[src/common/hub_consts.svh]
`ifndef HUB_CONSTS_SVH
`define HUB_CONSTS_SVH

// channel word and link flit widths
`define HUB_WORD_WIDTH 32
`define HUB_FLIT_WIDTH 8
`define HUB_FLITS_PER_WORD 4

// four master channels, stage controller is the extra port
`define HUB_CHANNEL_COUNT 4
`define HUB_PORT_COUNT 5

// flit entries in each link fifo
`define HUB_FIFO_DEPTH 16

// header fields at the top of a word
`define HUB_FPGA_ID_WIDTH 4
`define HUB_CHANNEL_ID_WIDTH 8

// all ones selects the stage controller
`define HUB_STAGE_CTRL_ID {`HUB_CHANNEL_ID_WIDTH{1'b1}}

`endif
[src/common/hub_pkg.sv]
`include "hub_consts.svh"

package hub_pkg;

    // word layout, fpga id on top, then destination, then payload
    typedef struct packed {
        logic [`HUB_FPGA_ID_WIDTH-1:0] fpga_id;
        logic [`HUB_CHANNEL_ID_WIDTH-1:0] dest_channel;
        logic [`HUB_WORD_WIDTH-`HUB_FPGA_ID_WIDTH-`HUB_CHANNEL_ID_WIDTH-1:0] payload;
    } hub_word_t;

    // one link flit
    typedef logic [`HUB_FLIT_WIDTH-1:0] flit_t;

    // winner index, 0..3 masters, 4 stage controller
    typedef logic [2:0] port_index_t;

    // serializer states
    typedef enum logic {
        SER_IDLE,
        SER_SHIFT
    } ser_state_t;

    // dispatcher states
    typedef enum logic {
        DES_COLLECT,
        DES_HOLD
    } des_state_t;

endpackage

[src/rtl/arbitration_hub.sv]
`timescale 1ns/1ps
`include "hub_consts.svh"

module arbitration_hub (
    input  logic                                            clk,
    input  logic                                            reset,
    // egress from channels
    input  logic [`HUB_CHANNEL_COUNT-1:0][`HUB_WORD_WIDTH-1:0] master_out_data,
    input  logic [`HUB_CHANNEL_COUNT-1:0]                   master_out_valid,
    output logic [`HUB_CHANNEL_COUNT-1:0]                   master_out_ready,
    input  logic [`HUB_WORD_WIDTH-1:0]                      sc_out_data,
    input  logic                                            sc_out_valid,
    output logic                                            sc_out_ready,
    // link side
    output logic [`HUB_FLIT_WIDTH-1:0]                      final_out_data,
    output logic                                            final_out_valid,
    input  logic                                            final_out_ready,
    input  logic [`HUB_FLIT_WIDTH-1:0]                      final_in_data,
    input  logic                                            final_in_valid,
    output logic                                            final_in_ready,
    // ingress toward channels
    output logic [`HUB_CHANNEL_COUNT-1:0][`HUB_WORD_WIDTH-1:0] master_in_data,
    output logic [`HUB_CHANNEL_COUNT-1:0]                   master_in_valid,
    input  logic [`HUB_CHANNEL_COUNT-1:0]                   master_in_ready,
    output logic [`HUB_WORD_WIDTH-1:0]                      sc_in_data,
    output logic                                            sc_in_valid,
    input  logic                                            sc_in_ready,
    output logic                                            has_flying_messages
);

    hub_pkg::hub_word_t port_data [`HUB_PORT_COUNT];
    logic [`HUB_PORT_COUNT-1:0] port_valid;
    logic [`HUB_PORT_COUNT-1:0] port_ready;
    hub_pkg::hub_word_t word_data;
    logic word_valid;
    logic word_ready;
    hub_pkg::flit_t ser_flit_data;
    logic ser_flit_valid;
    logic out_full;
    logic out_empty;
    hub_pkg::flit_t in_flit_data;
    logic in_full;
    logic in_empty;
    logic in_pop;
    hub_pkg::hub_word_t in_word;
    logic flying_next;

    genvar c;

    // masters take ports 0..3, stage controller is the last port
    generate
        for (c = 0; c < `HUB_CHANNEL_COUNT; c = c + 1) begin : g_join
            assign port_data[c] = master_out_data[c];
            assign master_in_data[c] = in_word;
        end
    endgenerate

    assign port_data[`HUB_CHANNEL_COUNT] = sc_out_data;
    assign port_valid = {sc_out_valid, master_out_valid};
    assign master_out_ready = port_ready[`HUB_CHANNEL_COUNT-1:0];
    assign sc_out_ready = port_ready[`HUB_CHANNEL_COUNT];
    assign sc_in_data = in_word;

    egress_arbiter arbiter (
        .port_data  (port_data),
        .port_valid (port_valid),
        .word_ready (word_ready),
        .port_ready (port_ready),
        .word_data  (word_data),
        .word_valid (word_valid)
    );

    flit_serializer serializer (
        .clk        (clk),
        .reset      (reset),
        .word_data  (word_data),
        .word_valid (word_valid),
        .word_ready (word_ready),
        .flit_data  (ser_flit_data),
        .flit_valid (ser_flit_valid),
        .flit_full  (out_full)
    );

    // link reads straight from the fall-through head
    fifo_fwft #(.WIDTH(`HUB_FLIT_WIDTH), .DEPTH(`HUB_FIFO_DEPTH)) out_fifo (
        .clk   (clk),
        .reset (reset),
        .wr_en (ser_flit_valid),
        .din   (ser_flit_data),
        .full  (out_full),
        .rd_en (final_out_ready),
        .dout  (final_out_data),
        .empty (out_empty)
    );

    assign final_out_valid = !out_empty;

    fifo_fwft #(.WIDTH(`HUB_FLIT_WIDTH), .DEPTH(`HUB_FIFO_DEPTH)) in_fifo (
        .clk   (clk),
        .reset (reset),
        .wr_en (final_in_valid),
        .din   (final_in_data),
        .full  (in_full),
        .rd_en (in_pop),
        .dout  (in_flit_data),
        .empty (in_empty)
    );

    assign final_in_ready = !in_full;

    ingress_dispatch dispatch (
        .clk        (clk),
        .reset      (reset),
        .flit_data  (in_flit_data),
        .flit_empty (in_empty),
        .flit_pop   (in_pop),
        .chan_data  (in_word),
        .chan_valid (master_in_valid),
        .chan_ready (master_in_ready),
        .sc_valid   (sc_in_valid),
        .sc_ready   (sc_in_ready)
    );

    // in-flight traffic anywhere, external valids included
    // held word shows up as the ingress valids
    assign flying_next = (|master_out_valid) || sc_out_valid
        || final_out_valid || final_in_valid
        || (|master_in_valid) || sc_in_valid
        || word_valid || ser_flit_valid || !in_empty;

    always_ff @(posedge clk) begin
        if (reset) begin
            has_flying_messages <= 1'b0;
        end else begin
            has_flying_messages <= flying_next;
        end
    end

endmodule

[src/ingress/ingress_dispatch.sv]
`timescale 1ns/1ps
`include "hub_consts.svh"

module ingress_dispatch (
    input  logic                            clk,
    input  logic                            reset,
    input  hub_pkg::flit_t                  flit_data,
    input  logic                            flit_empty,
    output logic                            flit_pop,
    output hub_pkg::hub_word_t              chan_data,
    output logic [`HUB_CHANNEL_COUNT-1:0]   chan_valid,
    input  logic [`HUB_CHANNEL_COUNT-1:0]   chan_ready,
    output logic                            sc_valid,
    input  logic                            sc_ready
);

    localparam int CW = $clog2(`HUB_FLITS_PER_WORD);

    hub_pkg::des_state_t state;
    logic [CW-1:0] flit_cnt;
    logic [`HUB_WORD_WIDTH-1:0] asm_word;
    hub_pkg::hub_word_t held_word;
    logic holding;
    logic [`HUB_CHANNEL_COUNT-1:0] chan_match;
    logic is_master;
    logic is_sc;
    logic master_ready;
    logic hold_done;

    assign holding = (state == hub_pkg::DES_HOLD);

    // one flit per cycle while collecting
    assign flit_pop = (state == hub_pkg::DES_COLLECT) && !flit_empty;

    assign held_word = hub_pkg::hub_word_t'(asm_word);

    // same word on every channel, valid picks the receiver
    assign chan_data = held_word;

    // destination decode
    always_comb begin
        chan_match = '0;
        master_ready = 1'b0;
        for (int c = 0; c < `HUB_CHANNEL_COUNT; c++) begin
            if (held_word.dest_channel == `HUB_CHANNEL_ID_WIDTH'(c)) begin
                chan_match[c] = 1'b1;
                master_ready = chan_ready[c];
            end
        end
    end

    assign is_master = |chan_match;
    assign is_sc = (held_word.dest_channel == `HUB_STAGE_CTRL_ID);

    assign chan_valid = holding ? chan_match : '0;
    assign sc_valid = holding && is_sc;

    // unknown codes finish at once, so the word is dropped
    always_comb begin
        if (is_sc) begin
            hold_done = sc_ready;
        end else if (is_master) begin
            hold_done = master_ready;
        end else begin
            hold_done = 1'b1;
        end
    end

    // first flit ends up lowest, new flits enter at the top
    always_ff @(posedge clk) begin
        if (flit_pop) begin
            asm_word <= {flit_data, asm_word[`HUB_WORD_WIDTH-1:`HUB_FLIT_WIDTH]};
        end
    end

    always_ff @(posedge clk) begin
        if (reset) begin
            state <= hub_pkg::DES_COLLECT;
            flit_cnt <= '0;
        end else begin
            case (state)
                hub_pkg::DES_COLLECT: begin
                    if (flit_pop) begin
                        flit_cnt <= flit_cnt + 1'b1;
                        if (flit_cnt == CW'(`HUB_FLITS_PER_WORD - 1)) begin
                            state <= hub_pkg::DES_HOLD;
                            flit_cnt <= '0;
                        end
                    end
                end
                hub_pkg::DES_HOLD: begin
                    if (hold_done) begin
                        state <= hub_pkg::DES_COLLECT;
                    end
                end
                default: state <= hub_pkg::DES_COLLECT;
            endcase
        end
    end

endmodule

[src/egress/flit_serializer.sv]
`timescale 1ns/1ps
`include "hub_consts.svh"

module flit_serializer (
    input  logic               clk,
    input  logic               reset,
    input  hub_pkg::hub_word_t word_data,
    input  logic               word_valid,
    output logic               word_ready,
    output hub_pkg::flit_t     flit_data,
    output logic               flit_valid,
    input  logic               flit_full
);

    localparam int CW = $clog2(`HUB_FLITS_PER_WORD);

    hub_pkg::ser_state_t state;
    logic [`HUB_WORD_WIDTH-1:0] shift_reg;
    logic [CW-1:0] flit_cnt;
    logic last_flit;
    logic take_word;

    assign last_flit = (flit_cnt == CW'(`HUB_FLITS_PER_WORD - 1));

    // stall while the output fifo is full
    assign flit_valid = (state == hub_pkg::SER_SHIFT) && !flit_full;

    // low flit always sits at the bottom of the shifter
    assign flit_data = shift_reg[`HUB_FLIT_WIDTH-1:0];

    // free when idle, or in the cycle the last flit goes out
    assign word_ready = (state == hub_pkg::SER_IDLE) || (flit_valid && last_flit);
    assign take_word = word_ready && word_valid;

    // word payload, no reset needed
    always_ff @(posedge clk) begin
        if (take_word) begin
            shift_reg <= word_data;
        end else if (flit_valid) begin
            shift_reg <= shift_reg >> `HUB_FLIT_WIDTH;
        end
    end

    always_ff @(posedge clk) begin
        if (reset) begin
            state <= hub_pkg::SER_IDLE;
            flit_cnt <= '0;
        end else begin
            if (take_word) begin
                // back to back words skip the idle state
                state <= hub_pkg::SER_SHIFT;
                flit_cnt <= '0;
            end else if (flit_valid) begin
                flit_cnt <= flit_cnt + 1'b1;
                if (last_flit) begin
                    state <= hub_pkg::SER_IDLE;
                end
            end
        end
    end

endmodule

[src/egress/egress_arbiter.sv]
`timescale 1ns/1ps
`include "hub_consts.svh"

module egress_arbiter (
    input  hub_pkg::hub_word_t              port_data [`HUB_PORT_COUNT],
    input  logic [`HUB_PORT_COUNT-1:0]      port_valid,
    input  logic                            word_ready,
    output logic [`HUB_PORT_COUNT-1:0]      port_ready,
    output hub_pkg::hub_word_t              word_data,
    output logic                            word_valid
);

    // tree sizing, leaves padded up to a power of two
    localparam int DEPTH = $clog2(`HUB_PORT_COUNT);
    localparam int LEAVES = 2 ** DEPTH;
    localparam int NODES = 2 * LEAVES - 1;
    localparam int ROOT = NODES - 1;

    // flattened tree, leaves first, root last
    logic node_valid [NODES];
    hub_pkg::port_index_t node_index [NODES];
    hub_pkg::hub_word_t node_data [NODES];

    genvar i;
    genvar j;

    generate
        // leaves, unused ones never win
        for (i = 0; i < LEAVES; i = i + 1) begin : g_leaf
            if (i < `HUB_PORT_COUNT) begin : g_used
                assign node_valid[i] = port_valid[i];
                assign node_index[i] = hub_pkg::port_index_t'(i);
                assign node_data[i] = port_data[i];
            end else begin : g_pad
                assign node_valid[i] = 1'b0;
                assign node_index[i] = '0;
                assign node_data[i] = '0;
            end
        end

        // pairwise elections, left child (lower index) has priority
        for (i = 0; i < DEPTH; i = i + 1) begin : g_layer
            localparam int WIDTH = 2 ** (DEPTH - 1 - i);
            localparam int BASE = 2 ** (DEPTH + 1) - 2 ** (DEPTH - i);
            localparam int PREV = 2 ** (DEPTH + 1) - 2 ** (DEPTH + 1 - i);
            for (j = 0; j < WIDTH; j = j + 1) begin : g_node
                localparam int CUR = BASE + j;
                localparam int LEFT = PREV + 2 * j;
                localparam int RIGHT = LEFT + 1;
                assign node_valid[CUR] = node_valid[LEFT] | node_valid[RIGHT];
                assign node_index[CUR] = node_valid[LEFT] ? node_index[LEFT] : node_index[RIGHT];
                assign node_data[CUR] = node_valid[LEFT] ? node_data[LEFT] : node_data[RIGHT];
            end
        end

        // one-hot take pulse, only when the serializer can accept
        for (i = 0; i < `HUB_PORT_COUNT; i = i + 1) begin : g_ready
            assign port_ready[i] = node_valid[ROOT] && word_ready
                && (node_index[ROOT] == hub_pkg::port_index_t'(i));
        end
    endgenerate

    assign word_valid = node_valid[ROOT];
    assign word_data = node_data[ROOT];

endmodule

[src/rtl/fifo_fwft.sv]
`timescale 1ns/1ps

module fifo_fwft #(
    parameter int WIDTH = 8,
    parameter int DEPTH = 16
) (
    input  logic             clk,
    input  logic             reset,
    input  logic             wr_en,
    input  logic [WIDTH-1:0] din,
    output logic             full,
    input  logic             rd_en,
    output logic [WIDTH-1:0] dout,
    output logic             empty
);

    localparam int AW = (DEPTH > 1) ? $clog2(DEPTH) : 1;
    localparam int CW = $clog2(DEPTH + 1);

    logic [WIDTH-1:0] mem [DEPTH];
    logic [AW-1:0] wr_ptr;
    logic [AW-1:0] rd_ptr;
    logic [CW-1:0] count;
    logic do_write;
    logic do_read;

    // requests are ignored when they cannot be served
    assign do_write = wr_en && !full;
    assign do_read = rd_en && !empty;

    assign full = (count == CW'(DEPTH));
    assign empty = (count == '0);

    // head entry falls through while not empty
    assign dout = mem[rd_ptr];

    // storage itself
    always_ff @(posedge clk) begin
        if (do_write) begin
            mem[wr_ptr] <= din;
        end
    end

    // pointers wrap explicitly so depth need not be a power of two
    always_ff @(posedge clk) begin
        if (reset) begin
            wr_ptr <= '0;
            rd_ptr <= '0;
            count <= '0;
        end else begin
            if (do_write) begin
                wr_ptr <= (wr_ptr == AW'(DEPTH - 1)) ? '0 : wr_ptr + 1'b1;
            end
            if (do_read) begin
                rd_ptr <= (rd_ptr == AW'(DEPTH - 1)) ? '0 : rd_ptr + 1'b1;
            end
            // simultaneous push and pop leaves occupancy unchanged
            if (do_write && !do_read) begin
                count <= count + 1'b1;
            end else if (do_read && !do_write) begin
                count <= count - 1'b1;
            end
        end
    end

endmodule

[config.mk]
export PLATFORM = sky130hd
export DESIGN_NAME = arbitration_hub
export DESIGN_NICKNAME = d
export VERILOG_FILES = /design/src/common/hub_pkg.sv /design/src/rtl/arbitration_hub.sv /design/src/ingress/ingress_dispatch.sv /design/src/egress/flit_serializer.sv /design/src/egress/egress_arbiter.sv /design/src/rtl/fifo_fwft.sv
export VERILOG_INCLUDE_DIRS = /design/src /design/src/common
export SDC_FILE = /design/constraint.sdc
export NUM_CORES = 1
export LEC_CHECK = 0
export ABC_AREA = 1
export BUFFER_PORTS_ARGS = -buffer_cell sky130_fd_sc_hd__buf_4
export CORE_UTILIZATION = 51
export DETAILED_ROUTE_END_ITERATION = 8
export GPL_TIMING_DRIVEN = 1
export MAX_ROUTING_LAYER = met4
export PLACE_DENSITY = 0.88
export SLEW_MARGIN = 0
export SYNTH_ARGS = -nofsm -noshare
export SYNTH_HDL_FRONTEND = slang
export SYNTH_HIERARCHICAL = 1
export SYNTH_SLANG_ARGS = --single-unit
[constraint.sdc]
create_clock -name clk -period 3.8 [get_ports clk]
set_input_delay 0.76 -clock clk [delete_from_list [all_inputs] [get_ports clk]]
set_output_delay 0.76 -clock clk [all_outputs]
set_load 0.01 [all_outputs]
# == Word-level counts from Yosys, hierarchy flattened ==
# Memories as Yosys holds them, arrays and structs flattened. A register that Yosys moved wholly into a read port is not among the register bits.
# Index checks and enable logic that the tools add are counted.
# W data, S select, Z words.
# classes
n_eq_ne,16
n_reduce_logical,49
n_addsub,10
mux,45
n_bitwise,6
# ops
op,count
$mux W32,7
$mux W4,7
$mux W1,22
$mux W5,4
$logic_and A1 B1 Y1,18
$add A4 B1 Y4 const B,4
$eq A4 B4 Y1 const B,4
$eq A8 B2 Y1 const B,2
$reduce_or A4 Y1,3
$add A5 B1 Y5 const B,2
$eq A5 B5 Y1 const B,2
$logic_not A5 Y1,2
$sub A5 B1 Y5 const B,2
$logic_or A1 B1 Y1,9
$mux W3,3
$eq A8 B1 Y1 const B,1
$eq A8 B8 Y1 const B,1
$logic_not A1 Y1,8
$logic_not A8 Y1,1
$reduce_bool A2 Y1,4
$eq A3 B2 Y1 const B,2
$add A2 B1 Y2 const B,2
$eq A2 B2 Y1 const B,2
$or A1 B1 Y1,4
8 further kinds,10
# word_totals
n_memories,2
elab_cells,141
register_bits,97
output_inout_bits,181
mem_bits_rw,256
# memory_table
name,words,width,rd,rd_clocked_by_memory_dff,wr,line_no,rtl
in_fifo.mem,16,8,1,1,1,fifo_fwft.sv:20,logic [WIDTH-1:0] mem [DEPTH];
out_fifo.mem,16,8,1,1,1,fifo_fwft.sv:20,

# == Depth between registers and ports, before layout ==
# depth
word_depth,9
mapped_depth,17

# == Cells and area by module ==
# The synthesis kept the hierarchy.
# modules_own_cells
module,area_per_inst_um2,cells_each,seq_area_each_um2,n_inst
fifo_fwft at out_fifo,6323.6,624,4184.0,1
fifo_fwft at in_fifo,6308.6,624,4184.0,1
egress_arbiter,1876.8,459,0.0,1
flit_serializer,1614.0,161,1021.0,1
ingress_dispatch,1256.2,88,1021.0,1
arbitration_hub,1044.8,145,20.0,1

# == Least setup slack after synthesis ==
# No wires, ideal clock.
# synth_timing
path_type,register -> register
start,register in_fifo.count[0]
end,register in_fifo.count[3]
period_less_slack_ns,3.804
arrival_time_ns,3.689
required_time_ns,3.685
stages_incl_launch_ff,15
path_buffers,0
setup_slack_ns,-0.004
cell_sequence,dfxtp_1 -> nor2_1 -> nand3_1 -> inv_1 -> nor2_1 -> nand2_1 -> ha_1 -> inv_1 -> ha_1 -> a21oi_1 -> nand2_1 -> nand2_1 -> nand2_1 -> o21ai_0 -> inv_1
# synth_via
elab_chain_cells,7
# synth_rtl
item,line_no,rtl
start: declaration,fifo_fwft.sv:23,logic [CW-1:0] count;
start signal: assignment,fifo_fwft.sv:59,count <= count + 1'b1;
start signal: assignment,fifo_fwft.sv:61,count <= count - 1'b1;
$logic_not A5 Y1 *,fifo_fwft.sv:32,assign empty = (count == '0);
net in_empty,arbitration_hub.sv:43,logic in_empty;
$logic_not A1 Y1 *,ingress_dispatch.sv:33,assign flit_pop = (state == hub_pkg::DES_COLLECT) && !flit_empty;
$logic_and A1 B1 Y1 *,ingress_dispatch.sv:33,
net in_pop,arbitration_hub.sv:44,logic in_pop;
$logic_and A1 B1 Y1 *,fifo_fwft.sv:29,assign do_read = rd_en && !empty;
$logic_not A1 Y1,fifo_fwft.sv:58,if (do_write && !do_read) begin
$logic_and A1 B1 Y1,fifo_fwft.sv:58,
$mux W5 or $reduce_bool A2 Y1 (tied branches),--,
# The timed path passes the listed nets; every way through them passes the cells marked *. The select of a mux whose other input is x is not followed.
# A chain may end at the register's enable or synchronous reset.

# == Final worst setup path ==
# layout_timing
start,register out_fifo.count[0]
end,output sc_out_ready
# layout_via
elab_chain_cells,7
# layout_rtl
item,line_no,rtl
start: declaration,fifo_fwft.sv:23,
start signal: assignment,fifo_fwft.sv:59,
start signal: assignment,fifo_fwft.sv:61,
$eq A5 B5 Y1,fifo_fwft.sv:31,assign full = (count == CW'(DEPTH));
net out_full,arbitration_hub.sv:39,logic out_full;
$logic_not A1 Y1,flit_serializer.sv:26,assign flit_valid = (state == hub_pkg::SER_SHIFT) && !flit_full;
$logic_and A1 B1 Y1,flit_serializer.sv:26,
$logic_and A1 B1 Y1,flit_serializer.sv:32,assign word_ready = (state == hub_pkg::SER_IDLE) || (flit_valid && last_flit);
$logic_or A1 B1 Y1,flit_serializer.sv:32,
net word_ready,arbitration_hub.sv:36,logic word_ready;
$logic_and A1 B1 Y1,egress_arbiter.sv:58,assign port_ready[i] = node_valid[ROOT] && word_ready
$logic_and A1 B1 Y1,egress_arbiter.sv:59,&& (node_index[ROOT] == hub_pkg::port_index_t'(i));
end: declaration,arbitration_hub.sv:13,"output logic sc_out_ready,"
# The timed path passes the listed nets, and every way through them passes these cells.

==> results.sh <==
export IMPL_yosys_warnings=6
export IMPL_avgSynthCellArea_um2=8.769
export IMPL_routed_wl_mm=47.67
export IMPL_grt_pass1_vias=13780
export IMPL_grt_max_degree=65
export IMPL_crit_path_max_fanout=30
export IMPL_max_cap_viol_count=0
export IMPL_place_gp_congestion=0.8907
export IMPL_drt_iter0_markers=1425
export IMPL_clkSinkCount=361
export IMPL_ioPinCount=363
export IMPL_worst_skew_pair_late_latency_ns=0.54
export IMPL_reg_top3="in_fifo/mem (128), out_fifo/mem (128)"
export IMPL_finClkSkew_ns=0.02186
export IMPL_fin_crit_sh=0.8322
export IMPL_max_freq_mhz=316.2
export IMPL_tns_ns=0
export IMPL_drive_above_1_share=0.2017
export IMPL_numCtsBuffers=38
export IMPL_cts_root_buf="clkbuf_16"
export IMPL_start_util=0.5180
export IMPL_htreeDepth=2
export IMPL_arrival_ns=2.40
export IMPL_cts_clk_slew_worst_paths_ns=0.06
export IMPL_cts_resized=0
export IMPL_cp_end_kind="output pin"
export IMPL_worstHoldStart="dispatch/flit_cnt[1]"
export IMPL_wl_per_cell_um=17.08
export IMPL_rsz0062_at_grt="no"
export IMPL_ctsHoldBuffers=0
export IMPL_relSlewSlack=0.05993
export IMPL_met2WireLength_mm=23.97
export IMPL_cp_startpoint="out_fifo/count[0]"
export IMPL_top_layer="met4"
export IMPL_final_util=0.6069
export IMPL_critPathLaunchType="flip-flop"
export IMPL_maxSlewViolCount=0
export IMPL_wl_met1_mm=18.03
export IMPL_drc_errors=0
export IMPL_core_mm2=0.03557
export IMPL_clockBufferDepth=3
export IMPL_final_cell_mix="nand2_1, buf_4, edfxtp_1"
export IMPL_die_area_mm2=0.03689
export IMPL_vdd_drop_max_mv=0.4419
export IMPL_area_growth_pct=17.16
export IMPL_synth_cells=2101
export IMPL_rows=69
export IMPL_place_hpwl_mm=32.55
export IMPL_synth_cell_types=32
export IMPL_overflow=0
export IMPL_p_leak_nw=10.18
export IMPL_final_nets=2506
export IMPL_ys_seq_area_frac=0.5661
export IMPL_setup_viol=0
export IMPL_synth_nets=2307
export IMPL_synth_area_mm2=0.01842
export IMPL_cp_required_ns=3.04
export IMPL_dr_pass1_iters=6
export IMPL_final_common_cell="nand2_1"
export IMPL_antenna_found_initial=0
export IMPL_hold_viol_final=0
export IMPL_grt_pass1_wl_mm=71.47
export IMPL_worstHoldPathType="flip-flop to flip-flop"
export IMPL_ys_seq_elements=361
export IMPL_critPathKind="flip-flop to output pin"
export IMPL_worst_pin_slew_ns=1.399
export IMPL_die_width_um=192.1
export IMPL_cts_tree="done"
export IMPL_wl_met3_mm=3.938
export IMPL_fin_crit_ns=3.162
export IMPL_place_port_buffers=362
export IMPL_postRouteAntennaNets=0
export IMPL_via_per_inst=5.317
export IMPL_die_h_um=192.1
export IMPL_post_cts_buffers=0
export IMPL_diodes=0
export IMPL_outcome="completed"
export IMPL_power_density_mw_per_mm2=663.1
export IMPL_grtUsageTotal=0.2565
export IMPL_r2r_start="out_fifo/count[1]"
export IMPL_nFillCells=2799
export IMPL_via_count=14840
final cells by class:
class	instances	area, um2	share of cell area
clock buffer	46	1022	0.04736
clock inverter	24	252.7	0.01171
inverter	216	810.8	0.03756
multi-input combinational	1302	5630	0.2608
sequential	361	10430	0.4833
tap	461	576.8	0.02672
timing repair buffer	381	2860	0.1325
where the power goes:
group / switching, W / leakage (nW) / internal, W
clock: 0.00157 / 0.632 / 0.00222
sequential: 0.000619 / 3.33 / 0.00499
combinational: 0.00289 / 6.23 / 0.00204
path summary, 6_finish.rpt:
| check | cells past startpoint | slack, ns | to |
|---|---|---|---|
| max | 8 | 0.64 | sc_out_ready |
| max reg2reg | 17 | 1.05 | out_fifo/count[4] |
| min reg2reg | 2 | 0.47 | dispatch/flit_cnt[1] |
| min | 2 | 0.47 | dispatch/flit_cnt[1] |
cells by family (layout without fill, tap and decap cells):
group	count (synthesis)	in the layout	share of synthesized area
xor+xnor	6	6	0.002852
compound gates	64	64	0.01800
fa+ha+maj	24	24	0.01711
simple gates	1208	1208	0.2672
flops	361	361	0.5661
buf+inv	438	667	0.1287
Yosys cell counts:
cell	number	area [um2]
o211ai_1	2	15.01
buf_1	1	3.750
xnor2_1	2	17.52
nand3_2	1	10.01
fa_1	2	40.04
a21oi_1	24	120.1
o21ai_0	31	155.2
nor2_1	131	491.7
buf_4	149	1119
clkbuf_1	13	48.80
edfxtp_1	320	9609
nand4_1	6	37.54
buf_2	44	220.2
nand2_4	3	33.78
inv_2	8	30.03
xor2_1	4	35.03
nand2_2	5	31.28
nand2_1	831	3119
o21ai_1	5	25.02
a21oi_2	1	8.760
inv_1	208	780.8
nor3_1	8	40.04
nand3_1	213	1066
buf_6	15	168.9
o21a_1	1	7.510
nor4_1	2	12.51
ha_1	22	275.3
nand3b_1	2	15.01
nor2_2	3	18.77
nor2_8	2	40.04
nor3b_1	1	7.510
dfxtp_1	41	820.8
worst max-delay path, cell delays in order (launching register included):
cell and delay [ns]:
dfxtp_1 0.42, nor2_2 0.09, nand3_2 0.10, inv_1 0.06
inv_2 0.06, nand2_2 0.06, nand2_4 0.27, nor3b_1 0.56
buf_4 0.24
layer usage:
metal / track usage / vias up
met5: - / -
met4: 0.1005 / 0
met3: 0.03344 / 134
met2: 0.4317 / 817
met1: 0.3139 / 6925
li1: - / 6964
through the flow:
stage                     setup WS (ns)  hold WS, ns  cell area [um2]  power [W]  std cells
final                            0.6377       0.4738            21590    0.01431       2791
after global routing             0.5867       0.4918            21590    0.01504       2791
after CTS                        0.6874       0.4742            21590    0.01433       2791
after detailed placement         0.8316       0.4646            20310    0.01053       2721
after global placement           0.8180       0.4521            20310    0.01028       2721
after floorplan                  0.6829       0.4386            18430   0.009090       2101
No activity file was read; power rests on OpenSTA's default activity.
